**config.mk**
```make
export PLATFORM = sky130hd
export DESIGN_NAME = fetch_stage
export DESIGN_NICKNAME = d
export VERILOG_FILES = /design/src/hdl/fetch_pkg.sv /design/src/hdl/fetch_stage.sv /design/src/hdl/if_id_register.sv /design/src/hdl/compressed_decoder.sv /design/src/hdl/instr_aligner.sv /design/src/hdl/prefetch_buffer.sv /design/src/hdl/pc_select.sv
export VERILOG_INCLUDE_DIRS = /design/src /design/src/include
export SDC_FILE = /design/constraint.sdc
export NUM_CORES = 1
export LEC_CHECK = 0
export BUFFER_PORTS_ARGS = -buffer_cell sky130_fd_sc_hd__buf_2
export CORE_ASPECT_RATIO = 0.7
export CORE_MARGIN = 4
export CORE_UTILIZATION = 50
export DETAILED_ROUTE_END_ITERATION = 6
export PLACE_DENSITY = 0.77
export SYNTH_ARGS = -nofsm -noshare
export SYNTH_HDL_FRONTEND = slang
export SYNTH_SLANG_ARGS = --single-unit
```
**constraint.sdc**
```tcl
create_clock -name clk -period 5 [get_ports clk]
set_clock_uncertainty 0.2 [all_clocks]
set_input_delay 0.25 -clock clk [delete_from_list [all_inputs] [get_ports clk]]
set_output_delay 0.25 -clock clk [all_outputs]
set_load 0.01 [all_outputs]
```
**src/include/fetch_config.svh**
```systemverilog
// Fetch stage configuration: widths, boot address, buffer depth and opcodes
`ifndef FETCH_CONFIG_SVH
`define FETCH_CONFIG_SVH

// Address and instruction word width
`define FETCH_ADDR_W 32

// First fetch address after reset
`define FETCH_BOOT_ADDR 32'h0000_0080

// Prefetch entries, also the limit on outstanding requests
`define FETCH_BUF_DEPTH 2

// Exception vector index and trap base widths
`define FETCH_VEC_W 5
`define FETCH_TRAP_BASE_W 24

// Base opcodes produced by the compressed expansion
`define FETCH_OPC_OPIMM 7'b0010011
`define FETCH_OPC_JAL 7'b1101111

`endif
```
**src/hdl/fetch_pkg.sv**
```systemverilog
// Shared types of the instruction fetch stage
`include "fetch_config.svh"

package fetch_pkg;

        typedef enum logic [1:0] {
                PC_BOOT      = 2'd0,
                PC_JUMP      = 2'd1,
                PC_EXCEPTION = 2'd2,
                PC_MRET      = 2'd3
        } pc_mux_e;

        // Redirect request coming from the controller
        typedef struct packed {
                logic                          pc_set;
                pc_mux_e                       pc_mux;
                logic [`FETCH_VEC_W-1:0]       exc_vec;
                logic [`FETCH_TRAP_BASE_W-1:0] trap_base;
                logic [`FETCH_ADDR_W-1:0]      jump_target;
                logic [`FETCH_ADDR_W-1:0]      mepc;
        } pc_ctrl_t;

        typedef struct packed {
                logic [15:0] hi;
                logic [15:0] lo;
        } half_pair_t;

        // A fetched word, read whole or as two halfwords
        typedef union packed {
                logic [`FETCH_ADDR_W-1:0] word;
                half_pair_t               half;
        } fetch_word_u;

        // Instruction handed towards the decode stage
        typedef struct packed {
                logic [`FETCH_ADDR_W-1:0] instr;
                logic [`FETCH_ADDR_W-1:0] pc;
                logic                     is_compressed;
                logic                     illegal_c;
        } instr_item_t;

endpackage

```
**src/hdl/fetch_stage.sv**
```systemverilog
// Instruction fetch stage top, chains pc select, prefetch, align, expand, register
`timescale 1ns/1ns
`include "fetch_config.svh"

module fetch_stage (
        input  logic                     clk,
        input  logic                     arst_n_i,
        input  logic                     req_i,
        input  fetch_pkg::pc_ctrl_t      pc_ctrl_i,
        input  logic                     instr_gnt_i,
        input  logic                     instr_rvalid_i,
        input  logic [`FETCH_ADDR_W-1:0] instr_rdata_i,
        input  logic                     id_ready_i,
        input  logic                     halt_if_i,
        input  logic                     clear_instr_valid_i,
        output logic                     instr_req_o,
        output logic [`FETCH_ADDR_W-1:0] instr_addr_o,
        output logic                     instr_valid_id_o,
        output fetch_pkg::instr_item_t   item_id_o,
        output logic                     if_busy_o
);
        logic                     branch;
        logic [`FETCH_ADDR_W-1:0] branch_addr;
        logic                     fetch_valid;
        logic                     fetch_ready;
        fetch_pkg::fetch_word_u   fetch_rdata;
        logic                     instr_valid;
        logic [`FETCH_ADDR_W-1:0] instr_aligned;
        logic [`FETCH_ADDR_W-1:0] pc_if;
        fetch_pkg::instr_item_t   item;
        logic                     item_ready;

        pc_select u_pc_select (
                .pc_ctrl       (pc_ctrl_i),
                .branch_o      (branch),
                .branch_addr_o (branch_addr)
        );

        prefetch_buffer u_prefetch_buffer (
                .clk            (clk),
                .arst_n_i       (arst_n_i),
                .req_i          (req_i),
                .branch_i       (branch),
                .branch_addr_i  (branch_addr),
                .instr_gnt_i    (instr_gnt_i),
                .instr_rvalid_i (instr_rvalid_i),
                .instr_rdata_i  (instr_rdata_i),
                .fetch_ready_i  (fetch_ready),
                .instr_req_o    (instr_req_o),
                .instr_addr_o   (instr_addr_o),
                .fetch_valid_o  (fetch_valid),
                .fetch_rdata_o  (fetch_rdata),
                .busy_o         (if_busy_o)
        );

        instr_aligner u_instr_aligner (
                .clk           (clk),
                .arst_n_i      (arst_n_i),
                .fetch_valid_i (fetch_valid),
                .fetch_rdata_i (fetch_rdata),
                .branch_i      (branch),
                .branch_addr_i (branch_addr),
                .out_ready_i   (item_ready),
                .fetch_ready_o (fetch_ready),
                .instr_valid_o (instr_valid),
                .instr_o       (instr_aligned),
                .pc_o          (pc_if)
        );

        compressed_decoder u_compressed_decoder (
                .instr_i (instr_aligned),
                .pc_i    (pc_if),
                .item_o  (item)
        );

        if_id_register u_if_id_register (
                .clk                 (clk),
                .arst_n_i            (arst_n_i),
                .item_valid_i        (instr_valid),
                .item_i              (item),
                .id_ready_i          (id_ready_i),
                .halt_if_i           (halt_if_i),
                .clear_instr_valid_i (clear_instr_valid_i),
                .item_ready_o        (item_ready),
                .instr_valid_id_o    (instr_valid_id_o),
                .item_id_o           (item_id_o)
        );

endmodule

```
**src/hdl/if_id_register.sv**
```systemverilog
// IF/ID pipeline register, holds the item for decode under back-pressure
`timescale 1ns/1ns

module if_id_register (
        input  logic                   clk,
        input  logic                   arst_n_i,
        input  logic                   item_valid_i,
        input  fetch_pkg::instr_item_t item_i,
        input  logic                   id_ready_i,
        input  logic                   halt_if_i,
        input  logic                   clear_instr_valid_i,
        output logic                   item_ready_o,
        output logic                   instr_valid_id_o,
        output fetch_pkg::instr_item_t item_id_o
);
        // A clear stalls the aligner so no fetched item is lost
        assign item_ready_o = id_ready_i & ~halt_if_i & ~clear_instr_valid_i;

        always_ff @(posedge clk or negedge arst_n_i) begin
                if (!arst_n_i) begin
                        instr_valid_id_o <= 1'b0;
                end else if (clear_instr_valid_i) begin
                        instr_valid_id_o <= 1'b0;
                end else if (item_ready_o) begin
                        instr_valid_id_o <= item_valid_i;
                end
        end

        always_ff @(posedge clk) begin
                if (item_ready_o && item_valid_i) begin
                        item_id_o <= item_i;
                end
        end

endmodule

```
**src/hdl/compressed_decoder.sv**
```systemverilog
// Compressed decoder, expands C.ADDI, C.LI and C.J and flags the rest
`timescale 1ns/1ns
`include "fetch_config.svh"

module compressed_decoder (
        input  logic [`FETCH_ADDR_W-1:0] instr_i,
        input  logic [`FETCH_ADDR_W-1:0] pc_i,
        output fetch_pkg::instr_item_t   item_o
);
        logic        is_c;
        logic [11:0] imm6;
        logic [20:1] j_off;

        assign is_c = (instr_i[1:0] != 2'b11);

        // CI-format immediate, sign extended to twelve bits
        assign imm6 = {{6{instr_i[12]}}, instr_i[12], instr_i[6:2]};

        // CJ-format offset, scrambled bit order of the RVC spec
        assign j_off = {{9{instr_i[12]}}, instr_i[12], instr_i[8], instr_i[10:9],
                        instr_i[6], instr_i[7], instr_i[2], instr_i[11], instr_i[5:3]};

        always_comb begin
                item_o.pc            = pc_i;
                item_o.is_compressed = is_c;
                item_o.illegal_c     = 1'b0;
                item_o.instr         = instr_i;
                if (is_c) begin
                        unique case ({instr_i[15:13], instr_i[1:0]})
                                // C.ADDI rd, rd, imm
                                5'b000_01: begin
                                        item_o.instr = {imm6, instr_i[11:7], 3'b000,
                                                        instr_i[11:7], `FETCH_OPC_OPIMM};
                                end
                                // C.LI, addi from x0
                                5'b010_01: begin
                                        item_o.instr = {imm6, 5'd0, 3'b000,
                                                        instr_i[11:7], `FETCH_OPC_OPIMM};
                                end
                                // C.J, jal with rd x0
                                5'b101_01: begin
                                        item_o.instr = {j_off[20], j_off[10:1], j_off[11],
                                                        j_off[19:12], 5'd0, `FETCH_OPC_JAL};
                                end
                                default: begin
                                        item_o.instr     = {16'h0000, instr_i[15:0]};
                                        item_o.illegal_c = 1'b1;
                                end
                        endcase
                end
        end

endmodule

```
**src/hdl/instr_aligner.sv**
```systemverilog
// Instruction aligner, cuts the word stream into 16 and 32 bit instructions
`timescale 1ns/1ns
`include "fetch_config.svh"

module instr_aligner (
        input  logic                     clk,
        input  logic                     arst_n_i,
        input  logic                     fetch_valid_i,
        input  fetch_pkg::fetch_word_u   fetch_rdata_i,
        input  logic                     branch_i,
        input  logic [`FETCH_ADDR_W-1:0] branch_addr_i,
        input  logic                     out_ready_i,
        output logic                     fetch_ready_o,
        output logic                     instr_valid_o,
        output logic [`FETCH_ADDR_W-1:0] instr_o,
        output logic [`FETCH_ADDR_W-1:0] pc_o
);
        logic [`FETCH_ADDR_W-1:0] pc_q;
        logic                     half_q;
        logic [15:0]              hi_q;
        logic                     lo_c;
        logic                     hi_c;
        logic                     is_c;
        logic                     accept;
        logic                     save_hi;

        // Compressed when the low two bits are not both set
        assign lo_c = (fetch_rdata_i.half.lo[1:0] != 2'b11);
        assign hi_c = (fetch_rdata_i.half.hi[1:0] != 2'b11);

        // half_q marks a saved upper half waiting for the next word
        always_comb begin
                instr_o       = fetch_rdata_i.word;
                instr_valid_o = 1'b0;
                fetch_ready_o = 1'b0;
                is_c          = 1'b0;
                if (half_q) begin
                        // Straddling word, the upper half stays for later
                        instr_o       = {fetch_rdata_i.half.lo, hi_q};
                        instr_valid_o = fetch_valid_i;
                end else if (pc_q[1]) begin
                        if (hi_c) begin
                                instr_o       = {16'h0000, fetch_rdata_i.half.hi};
                                instr_valid_o = fetch_valid_i;
                                fetch_ready_o = out_ready_i;
                                is_c          = 1'b1;
                        end else begin
                                fetch_ready_o = 1'b1;
                        end
                end else if (lo_c) begin
                        instr_o       = {16'h0000, fetch_rdata_i.half.lo};
                        instr_valid_o = fetch_valid_i;
                        is_c          = 1'b1;
                end else begin
                        instr_valid_o = fetch_valid_i;
                        fetch_ready_o = out_ready_i;
                end
                // Nothing from the old path leaves during a redirect
                if (branch_i) begin
                        instr_valid_o = 1'b0;
                end
        end

        assign accept  = instr_valid_o & out_ready_i;
        assign save_hi = ~branch_i & ~half_q & pc_q[1] & fetch_valid_i & ~hi_c;
        assign pc_o    = pc_q;

        always_ff @(posedge clk or negedge arst_n_i) begin
                if (!arst_n_i) begin
                        pc_q   <= `FETCH_BOOT_ADDR;
                        half_q <= 1'b0;
                end else if (branch_i) begin
                        // Bit 1 set skips the low half of the first word
                        pc_q   <= branch_addr_i;
                        half_q <= 1'b0;
                end else if (accept) begin
                        pc_q   <= pc_q + (is_c ? `FETCH_ADDR_W'(2) : `FETCH_ADDR_W'(4));
                        half_q <= 1'b0;
                end else if (save_hi) begin
                        half_q <= 1'b1;
                end
        end

        always_ff @(posedge clk) begin
                if (save_hi) begin
                        hi_q <= fetch_rdata_i.half.hi;
                end
        end

endmodule

```
**src/hdl/prefetch_buffer.sv**
```systemverilog
// Prefetch buffer that issues word fetches and queues the returned words
`timescale 1ns/1ns
`include "fetch_config.svh"

module prefetch_buffer (
        input  logic                     clk,
        input  logic                     arst_n_i,
        input  logic                     req_i,
        input  logic                     branch_i,
        input  logic [`FETCH_ADDR_W-1:0] branch_addr_i,
        input  logic                     instr_gnt_i,
        input  logic                     instr_rvalid_i,
        input  logic [`FETCH_ADDR_W-1:0] instr_rdata_i,
        input  logic                     fetch_ready_i,
        output logic                     instr_req_o,
        output logic [`FETCH_ADDR_W-1:0] instr_addr_o,
        output logic                     fetch_valid_o,
        output fetch_pkg::fetch_word_u   fetch_rdata_o,
        output logic                     busy_o
);
        localparam int DEPTH = `FETCH_BUF_DEPTH;
        localparam int CNT_W = $clog2(DEPTH + 1);
        localparam int PTR_W = $clog2(DEPTH);

        logic [`FETCH_ADDR_W-1:0] fetch_addr_q;
        logic [CNT_W-1:0]         outstanding_q;
        logic [CNT_W-1:0]         drop_q;
        logic [CNT_W-1:0]         count_q;
        logic [PTR_W-1:0]         wr_ptr_q;
        logic [PTR_W-1:0]         rd_ptr_q;
        fetch_pkg::fetch_word_u   mem_q [DEPTH];
        logic                     fetch_en_q;
        logic                     gnt_fire;
        logic                     resp_drop;
        logic                     push;
        logic                     pop;

        // -------------------------------------------------------------------
        // Memory port where in-flight plus queued words never exceed the depth
        // -------------------------------------------------------------------
        assign instr_req_o = req_i && fetch_en_q &&
                (int'(outstanding_q) + int'(drop_q) + int'(count_q) < DEPTH);
        assign instr_addr_o = fetch_addr_q;
        assign gnt_fire     = instr_req_o & instr_gnt_i;

        // Responses owed to a flushed path are consumed first
        assign resp_drop = instr_rvalid_i & (drop_q != '0);
        assign push      = instr_rvalid_i & ~resp_drop & ~branch_i;
        assign pop       = fetch_valid_o & fetch_ready_i & ~branch_i;

        assign fetch_valid_o = (count_q != '0);
        assign fetch_rdata_o = mem_q[rd_ptr_q];
        assign busy_o        = (outstanding_q != '0) || (drop_q != '0);

        // Requests stay low while reset is applied
        always_ff @(posedge clk or negedge arst_n_i) begin
                if (!arst_n_i) begin
                        fetch_en_q <= 1'b0;
                end else begin
                        fetch_en_q <= 1'b1;
                end
        end

        always_ff @(posedge clk or negedge arst_n_i) begin
                if (!arst_n_i) begin
                        fetch_addr_q  <= `FETCH_BOOT_ADDR;
                        outstanding_q <= '0;
                        drop_q        <= '0;
                        count_q       <= '0;
                        wr_ptr_q      <= '0;
                        rd_ptr_q      <= '0;
                end else if (branch_i) begin
                        // Everything in flight now belongs to the old path
                        fetch_addr_q  <= {branch_addr_i[`FETCH_ADDR_W-1:2], 2'b00};
                        outstanding_q <= '0;
                        drop_q        <= drop_q + outstanding_q + CNT_W'(gnt_fire)
                                         - CNT_W'(instr_rvalid_i);
                        count_q       <= '0;
                        wr_ptr_q      <= '0;
                        rd_ptr_q      <= '0;
                end else begin
                        if (gnt_fire) begin
                                fetch_addr_q <= fetch_addr_q + `FETCH_ADDR_W'(4);
                        end
                        outstanding_q <= outstanding_q + CNT_W'(gnt_fire) - CNT_W'(push);
                        drop_q        <= drop_q - CNT_W'(resp_drop);
                        count_q       <= count_q + CNT_W'(push) - CNT_W'(pop);
                        if (push) begin
                                wr_ptr_q <= wr_ptr_q + PTR_W'(1);
                        end
                        if (pop) begin
                                rd_ptr_q <= rd_ptr_q + PTR_W'(1);
                        end
                end
        end

        always_ff @(posedge clk) begin
                if (push) begin
                        mem_q[wr_ptr_q] <= instr_rdata_i;
                end
        end

endmodule

```
**src/hdl/pc_select.sv**
```systemverilog
// Next-PC selection, turns the controller request into a redirect target
`timescale 1ns/1ns
`include "fetch_config.svh"

module pc_select (
        input  fetch_pkg::pc_ctrl_t      pc_ctrl,
        output logic                     branch_o,
        output logic [`FETCH_ADDR_W-1:0] branch_addr_o
);
        logic [`FETCH_ADDR_W-1:0] target;

        always_comb begin
                unique case (pc_ctrl.pc_mux)
                        fetch_pkg::PC_BOOT: begin
                                target = `FETCH_BOOT_ADDR;
                        end
                        fetch_pkg::PC_JUMP: begin
                                target = pc_ctrl.jump_target;
                        end
                        fetch_pkg::PC_EXCEPTION: begin
                                // Vectored entry, one word slot per cause
                                target = {pc_ctrl.trap_base, 1'b0, pc_ctrl.exc_vec, 2'b00};
                        end
                        fetch_pkg::PC_MRET: begin
                                target = pc_ctrl.mepc;
                        end
                        default: begin
                                target = `FETCH_BOOT_ADDR;
                        end
                endcase
        end

        // Instructions are at least halfword aligned
        assign branch_addr_o = {target[`FETCH_ADDR_W-1:1], 1'b0};
        assign branch_o      = pc_ctrl.pc_set;

endmodule

```
### After elaboration in Yosys (flattened, before gate mapping)

Memory sizes are Yosys's and may differ from the RTL's.
Cells that the tools add are included.

| storage, ports and cells | value |
|---|---|
| flip-flop bits (word level) | 157 |
| memory bits (writable) | 64 |
| input bits | 136 |
| memories | 1 |

Memories:

| memory | depth | width | rd ports | clocked after memory_dff | write ports | RTL line | source |
|---|---|---|---|---|---|---|---|
| u_prefetch_buffer.mem_q | 2 | 32 | 1 | 0 | 1 | prefetch_buffer.sv:31 | `fetch_pkg::fetch_word_u mem_q [DEPTH];` |

| cells by class | value |
|---|---|
| $add $sub $neg | 14 |
| $lt $le $gt $ge | 1 |
| equality and inequality tests | 9 |
| muxes and demuxes | 39 |
| bitwise gates (word level) | 19 |
| reduce and logical (&&, ||, !) cells | 15 |

Operators with widths:

| operator | count |
|---|---|
| 32-bit two-way mux | 9 |
| 32-bit case mux with 4 select lines | 1 |
| 32-bit case mux with 3 select lines | 1 |
| 32-bit by 3-bit adder with 32-bit output | 1 |
| 32-bit by 3-bit adder with 32-bit output, second input constant | 1 |
| 32-bit adder | 1 |
| 32-bit by 3-bit < comparator with 1-bit output, second input constant | 1 |
| 1-bit two-way mux | 24 |
| 2-bit nonzero test | 8 |
| 1-bit AND | 13 |
| 2-bit by 1-bit subtractor with 2-bit output | 4 |
| 2-bit by 1-bit adder with 2-bit output | 3 |
| 2-bit two-way mux | 3 |
| 2-bit != test, second input constant | 3 |
| 1-bit inverter | 6 |
| 5-bit by 1-bit equality test with 1-bit output, second input constant | 1 |
| 5-bit by 4-bit equality test with 1-bit output, second input constant | 1 |
| 5-bit equality test, second input constant | 1 |
| 2-bit equality test, second input constant | 2 |
| 2-bit by 2-bit adder with 3-bit output | 1 |
| 1-bit logical AND | 3 |
| 3-bit two-way mux | 1 |
| 3-bit nonzero test | 1 |
| 3-bit OR reduction | 1 |
| 5 further kinds | 6 |

### Depth between registers and ports, before layout

| depth | value |
|---|---|
| depth in word-level cells | 10 |
| mapped depth | 15 |
| mapped depth without buffers | 12 |

### Modules after synthesis

A second synthesis with hierarchy kept.

| second synthesis, totals | value |
|---|---|
| cell total of the unflattened synthesis | 937 |
| area total of the unflattened synthesis | 11317.1 sq um |

Modules (own cells, without submodules):

| module | instances | cells an instance | area each (sq um) | seq. area each (sq um) |
|---|---|---|---|---|
| prefetch_buffer | 1 | 360 | 4669.5 | 2899.0 |
| instr_aligner | 1 | 329 | 3047.9 | 1307.5 |
| if_id_register | 1 | 72 | 2043.2 | 2006.9 |
| pc_select | 1 | 77 | 832.0 | 0.0 |
| compressed_decoder | 1 | 99 | 724.4 | 0.0 |

### Worst setup path before layout

OpenSTA, ideal clock, no wires.

| path | value |
|---|---|
| path kind | reg-to-reg |
| from | register u_prefetch_buffer.rd_ptr_q |
| to | register, netlist name u_if_id_register.item_id_o[0] |
| arrival | 3.997 ns |
| data required time | 4.312 ns |
| setup slack | 0.315 ns |
| stages on the path, launching flop included | 8 |
| clock period less this slack | 4.685 ns |
| path through | dfrtp_1 -> buf_6 -> buf_8 -> nand3b_4 -> a211oi_4 -> or2_1 -> clkbuf_2 -> nor2_1 |

| on the way | value |
|---|---|
| cells in the longest elaborated chain, start to end | 7 |

Ends and longest elaborated chain:

| element | RTL line | source |
|---|---|---|
| start, declared | prefetch_buffer.sv:30 | `logic [PTR_W-1:0] rd_ptr_q;` |
| start signal, assigned | prefetch_buffer.sv:92 | `rd_ptr_q <= rd_ptr_q + PTR_W'(1);` |
| memory read 2 x 32 bit | -- |  |
| 2-bit != test | instr_aligner.sv:29 | `assign hi_c = (fetch_rdata_i.half.hi[1:0] != 2'b11);` |
| 1-bit two-way mux | instr_aligner.sv:42 | `if (hi_c) begin` |
| 1-bit two-way mux | instr_aligner.sv:41 | `end else if (pc_q[1]) begin` |
| 1-bit two-way mux | instr_aligner.sv:37 | `if (half_q) begin` |
| 1-bit two-way mux | instr_aligner.sv:59 | `if (branch_i) begin` |
| 1-bit logical AND | if_id_register.sv:30 | `if (item_ready_o && item_valid_i) begin` |

No other way between the ends.
A chain may end at the register's enable or synchronous reset.

### Worst setup path after layout

| path | value |
|---|---|
| from | register u_prefetch_buffer.rd_ptr_q |
| to | register u_instr_aligner.pc_q[21], in the netlist u_instr_aligner.pc_o[21] |

| on the way | value |
|---|---|
| cells in the longest elaborated chain, start to end | 9 |

Ends and longest elaborated chain:

| element | RTL line | source |
|---|---|---|
| memory read 2 x 32 bit * | -- |  |
| 2-bit != test, on equally long branches | instr_aligner.sv:28, instr_aligner.sv:29 |  |
| 1-bit two-way mux, on equally long branches | instr_aligner.sv:50, instr_aligner.sv:42 |  |
| 1-bit two-way mux | instr_aligner.sv:41 |  |
| 1-bit two-way mux | instr_aligner.sv:37 |  |
| 3-bit two-way mux | instr_aligner.sv:77 | `` pc_q <= pc_q + (is_c ? `FETCH_ADDR_W'(2) : `FETCH_ADDR_W'(4)); `` |
| 32-bit adder | instr_aligner.sv:77 |  |
| 32-bit two-way mux | instr_aligner.sv:76 | `end else if (accept) begin` |
| 32-bit two-way mux | instr_aligner.sv:72 | `end else if (branch_i) begin` |
| end signal, assigned | instr_aligner.sv:70 | `` pc_q <= `FETCH_BOOT_ADDR; `` |
| end signal, assigned | instr_aligner.sv:74 | `pc_q <= branch_addr_i;` |
| end signal, assigned | instr_aligner.sv:77 |  |
| end, declared | instr_aligner.sv:18 | `` logic [`FETCH_ADDR_W-1:0] pc_q; `` |

Every way passes the cells marked *; elsewhere a longest branch is shown, timed or not. The select of a mux whose other input is x is not followed.

==> results.md <==
STA:
- The final number of max-transition violations is 0.
- The worst path needs 3990 ps of the cycle, external delays included.
- The final number of hold-violating endpoints is 0.
- Hold is met by 22.2 ps.
- The least setup slack across all paths after layout is 1010 ps.
- At the pin with the least slew margin, the transition time is 1090 ps.
- Setup violations remaining at the end of the flow were counted as 0.
- The sum of negative setup slack is 0 ps.
- In this run the tightest slew margin relative to its limit is 27.1%.
- Dividing the final minimum period by the clock period gives 79.9%.
- Derived from the worst setup path, the maximum achievable clock frequency is 250 MHz.
- Setup repair after global routing left no endpoint under its margin.

Placed design:
- The count of placed standard cells including taps is 1370.
- The number of buffers added on ports is 231.
- Once placement finished, the instance area stood at 12200 um2.
- The routability-driven placement congestion ratio is about 0.91.
- The post-placement setup slack is 1080 ps.
- The wire-length estimate of the detail-placed layout is 22.0 mm.

Worst setup path:
- STA classifies the critical path startpoint as a flip-flop.
- The kind of cell with the highest combined delay along the critical path is simple AND/OR/NAND/NOR gates.
- The library cell contributing the largest single delay on the critical path is dfrtp_1.
- Traced cell by cell, the critical path runs through nand3b_4, nand3_1, buf_4, a21o_1, inv_1, ha_1, fa_1, nand4_1, nor4_4, nand3_1, xnor2_1, a21o_1.
- The arrival time reported for the critical path endpoint is approximately 4200 ps.
- The peak fanout along the critical path is 21.
- The critical path class is reg -> reg.
- The worst endpoint required time is approximately 5200 ps.
- The endpoint class of the critical path is a flip-flop.
- The critical path buffer and inverter count is 2.
- The highest cell delay on the worst timing path is approximately 930 ps.

Clock network:
- Gates resized during post-CTS repair numbered 0.
- The TritonCTS clock tree is built.
- The later pin in the worst-skew pair is clocked with a latency of around 500 ps.
- The root buffer cell chosen for the clock tree is clkbuf_16.
- The number of buffers added by the clock tree synthesis step is 23.
- The maximum clock path buffer count is 3.
- The H-tree depth is 1.
- Clock tree synthesis found a total of 217 sinks.
- The post-CTS clock slew at the launch and capture registers of the worst setup and hold paths is 60 ps.
- The setup fix buffers added after clock tree synthesis is 0.

Floorplan:
- In this run the vertical extent of the chip is 131 um.
- The placeable core region is 21000 um2.
- The die covers 24100 um2.
- The floorplan has 44 rows.
- The initial standard-cell utilization of the core is 51.6%.
- The floorplan step set the die width to 184 um.
- In this run the count of I/O pins placed on the die edge is between 200 and 250.

Synthesis:
- The top-area cell type share of the netlist area is 40.2%.
- The area of the mapped netlist is 10800 um2.
- Counting flops with a built-in enable in the synthesized netlist gives roughly 150.
- The share of flip-flops with an asynchronous set or reset is 33.2%.
- The flip-flop and latch count after synthesis is 217.
- The number of warnings issued by yosys is 0.
- The biggest area consumer among synthesized cells is edfxtp_1.
- Sequential cells were found to cover between 50% and 60% of the synthesized design area.
- The leading register cell type out of synthesis is edfxtp_1.
- Ranked by total cell area, the synthesized netlist is headed by edfxtp_1, dfrtp_1, mux2_2.
- The post-synthesis average cell area is 12.1 um2.
- The netlist uses 81 different library cells.
- After technology mapping, the gate count stands at around 900.

Cells and area:
- In the final design database the tool counted 1320 nets.
- The most common cell after layout, fill and taps aside is buf_2.
- In the final layout, the share of cells above drive strength 1 is 31.1%.
- The area growth from synthesis to layout is 24.6%.
- After the flow finishes, the layout carries non-filler instances totaling 1461.
- Cells fill 64.2% of the core in the end.
- The layout has 1683 filler cells.
- The area of all placed cells without fillers is 13500 um2.
- The library cells used most frequently in the layout, excluding fill and tap cells, are buf_2, edfxtp_1, a21oi_1, dfrtp_1, nand2_1.

Route:
- The DRC violation total after the first TritonRoute iteration is 1098.
- The via-per-instance ratio is ~6.
- The routed design has 30.5 mm of wire.
- The count of nets left with antenna violations once routing finished came out at 0.
- The via count of the routed design is just under 9000.
- Before antenna repair, the detailed router went through 5 iterations.
- For this run, design rule violations remaining after detail routing come to 0.
- The per-cell routed wire length is 20.8 um.

Run:
- The tool flagged a number of max-cap violations equal to 0.

GRT:
- The first global-routing pass estimated 47.0 mm of wire.
- Global routing used 24.4% of the available tracks across all layers.
- The number of global-route vias before repair came to 8106.
- The pin count of the biggest net entering global routing is 65.
- The total overflow reported by the global router is 0.
- The initial antenna violation count came to 1.

Pwr:
- The leakage power figure is 5.47 nW.
- Power comes to between 4 and 5 mW.
- The largest vdd supply drop is 0.231 mV.
- The power density over the cells is 345 nW/um2.

Min path:
- The kind of path behind the tightest hold check is in -> async.

Status:
- The run finished with clean final reports.
[area by class of cell]
cell class	count	area (um2)	area share, %
Multi-Input combinational cell	607	4360	32.3
Clock buffer	30	612	4.53
Tap cell	276	345	2.56
Sequential cell	217	6160	45.6
Antenna cell	1	2.50	0.0185
Inverter	25	93.8	0.695
Clock inverter	11	164	1.21
Timing Repair Buffer	294	1760	13.1
[power by group]
part	switching, mW	internal (mW)	total, mW	leakage (nW)
Clock	0.682	1.07	1.75	0.372
Sequential	0.104	2.04	2.14	2.22
Combinational	0.432	0.323	0.755	2.87
[cells by family (layout without fill, tap and decap cells)]
family	count (synthesis)	after routing	synth area share, %
mux	68	68	6.91
compound gates	245	245	15.9
fa+ha+maj	16	16	2.12
buf+inv	75	360	3.19
simple gates	242	242	12.4
other cells	2	5	0.0693
xor+xnor	32	32	2.59
flops	217	217	56.8
[routing by layer]
metal / up-vias / routed length [um] / GRT usage [%]
met5: - / 0 / 0
met4: 0 / 720 / 5.62
met3: 55 / 3440 / 6.96
met2: 472 / 12500 / 33.2
met1: 4218 / 13800 / 38.7
li1: 3951 / - / -
[repair_timing]
action                                  in CTS  in global routing
hold buffers                                49                  0
endpoints found under the setup margin       0                  0
endpoints found under the hold margin      102                  0
[worst register-to-register path, delay by kind of cell, from the launching register on]
| family | cells | cell delay [ps] |
|---|---|---|
| XOR/XNOR | 1 | 150 |
| AND/OR/NAND/NOR | 5 | 1400 |
| AO/OA/AOI/OAI | 2 | 410 |
| flip-flops | 1 | 930 |
| buffers and inverters | 2 | 330 |
| adder cells (fa/ha/maj) | 2 | 470 |
[sequential cells by signal (all words and copies together) (netlist names), 2 cells and up]
| signal | flops |
|---|---|
| u_prefetch_buffer.instr_addr_o | 30 |
| u_instr_aligner.pc_o | 31 |
| u_instr_aligner.hi_q | 16 |
| u_prefetch_buffer.count_q | 2 |
| u_if_id_register.item_id_o | 65 |
| u_prefetch_buffer.mem_q | 64 |
| u_prefetch_buffer.drop_q | 2 |
| u_prefetch_buffer.outstanding_q | 2 |
[path summary, 6_finish.rpt]
path                            slack (ps)  depth (start not counted)                        from                                 to
worst max-delay path                  1010                         12  u_prefetch_buffer.rd_ptr_q           u_instr_aligner.pc_o[21]
worst min-delay path                    20                          2                    arst_n_i           u_instr_aligner.pc_o[28]
worst max register to register        1010                         12  u_prefetch_buffer.rd_ptr_q           u_instr_aligner.pc_o[21]
worst min register to register         280                          0    u_instr_aligner.pc_o[22]     u_if_id_register.item_id_o[24]
max in group asynchronous             3470                          3                    arst_n_i             u_instr_aligner.half_q
min in group clk                        40                          4               pc_ctrl_i[88]  u_prefetch_buffer.instr_addr_o[2]
[cell usage after synthesis (all sizes together) (3+ instances only)]
master     n
nor2b     12
inv       25
a2bb2oi    8
nand3     29
a22oi     10
o21bai     3
edfxtp   145
and3      22
o31ai      7
mux2i     19
dfrtp     70
nor2      55
fa         4
and2      15
nand2b     4
o21ai     35
o22a      13
a22o      15
nand2     61
o22ai      4
ha        12
mux2      49
o221ai    11
nor4       9
a211oi     9
a31oi     16
o21a       9
nand4     14
and4       4
xnor2      9
xor2      23
clkbuf    25
a221oi    10
a21o       7
a21oi     74
nor3       8
buf       25
Note: power is estimated with default switching activity, not from simulation.
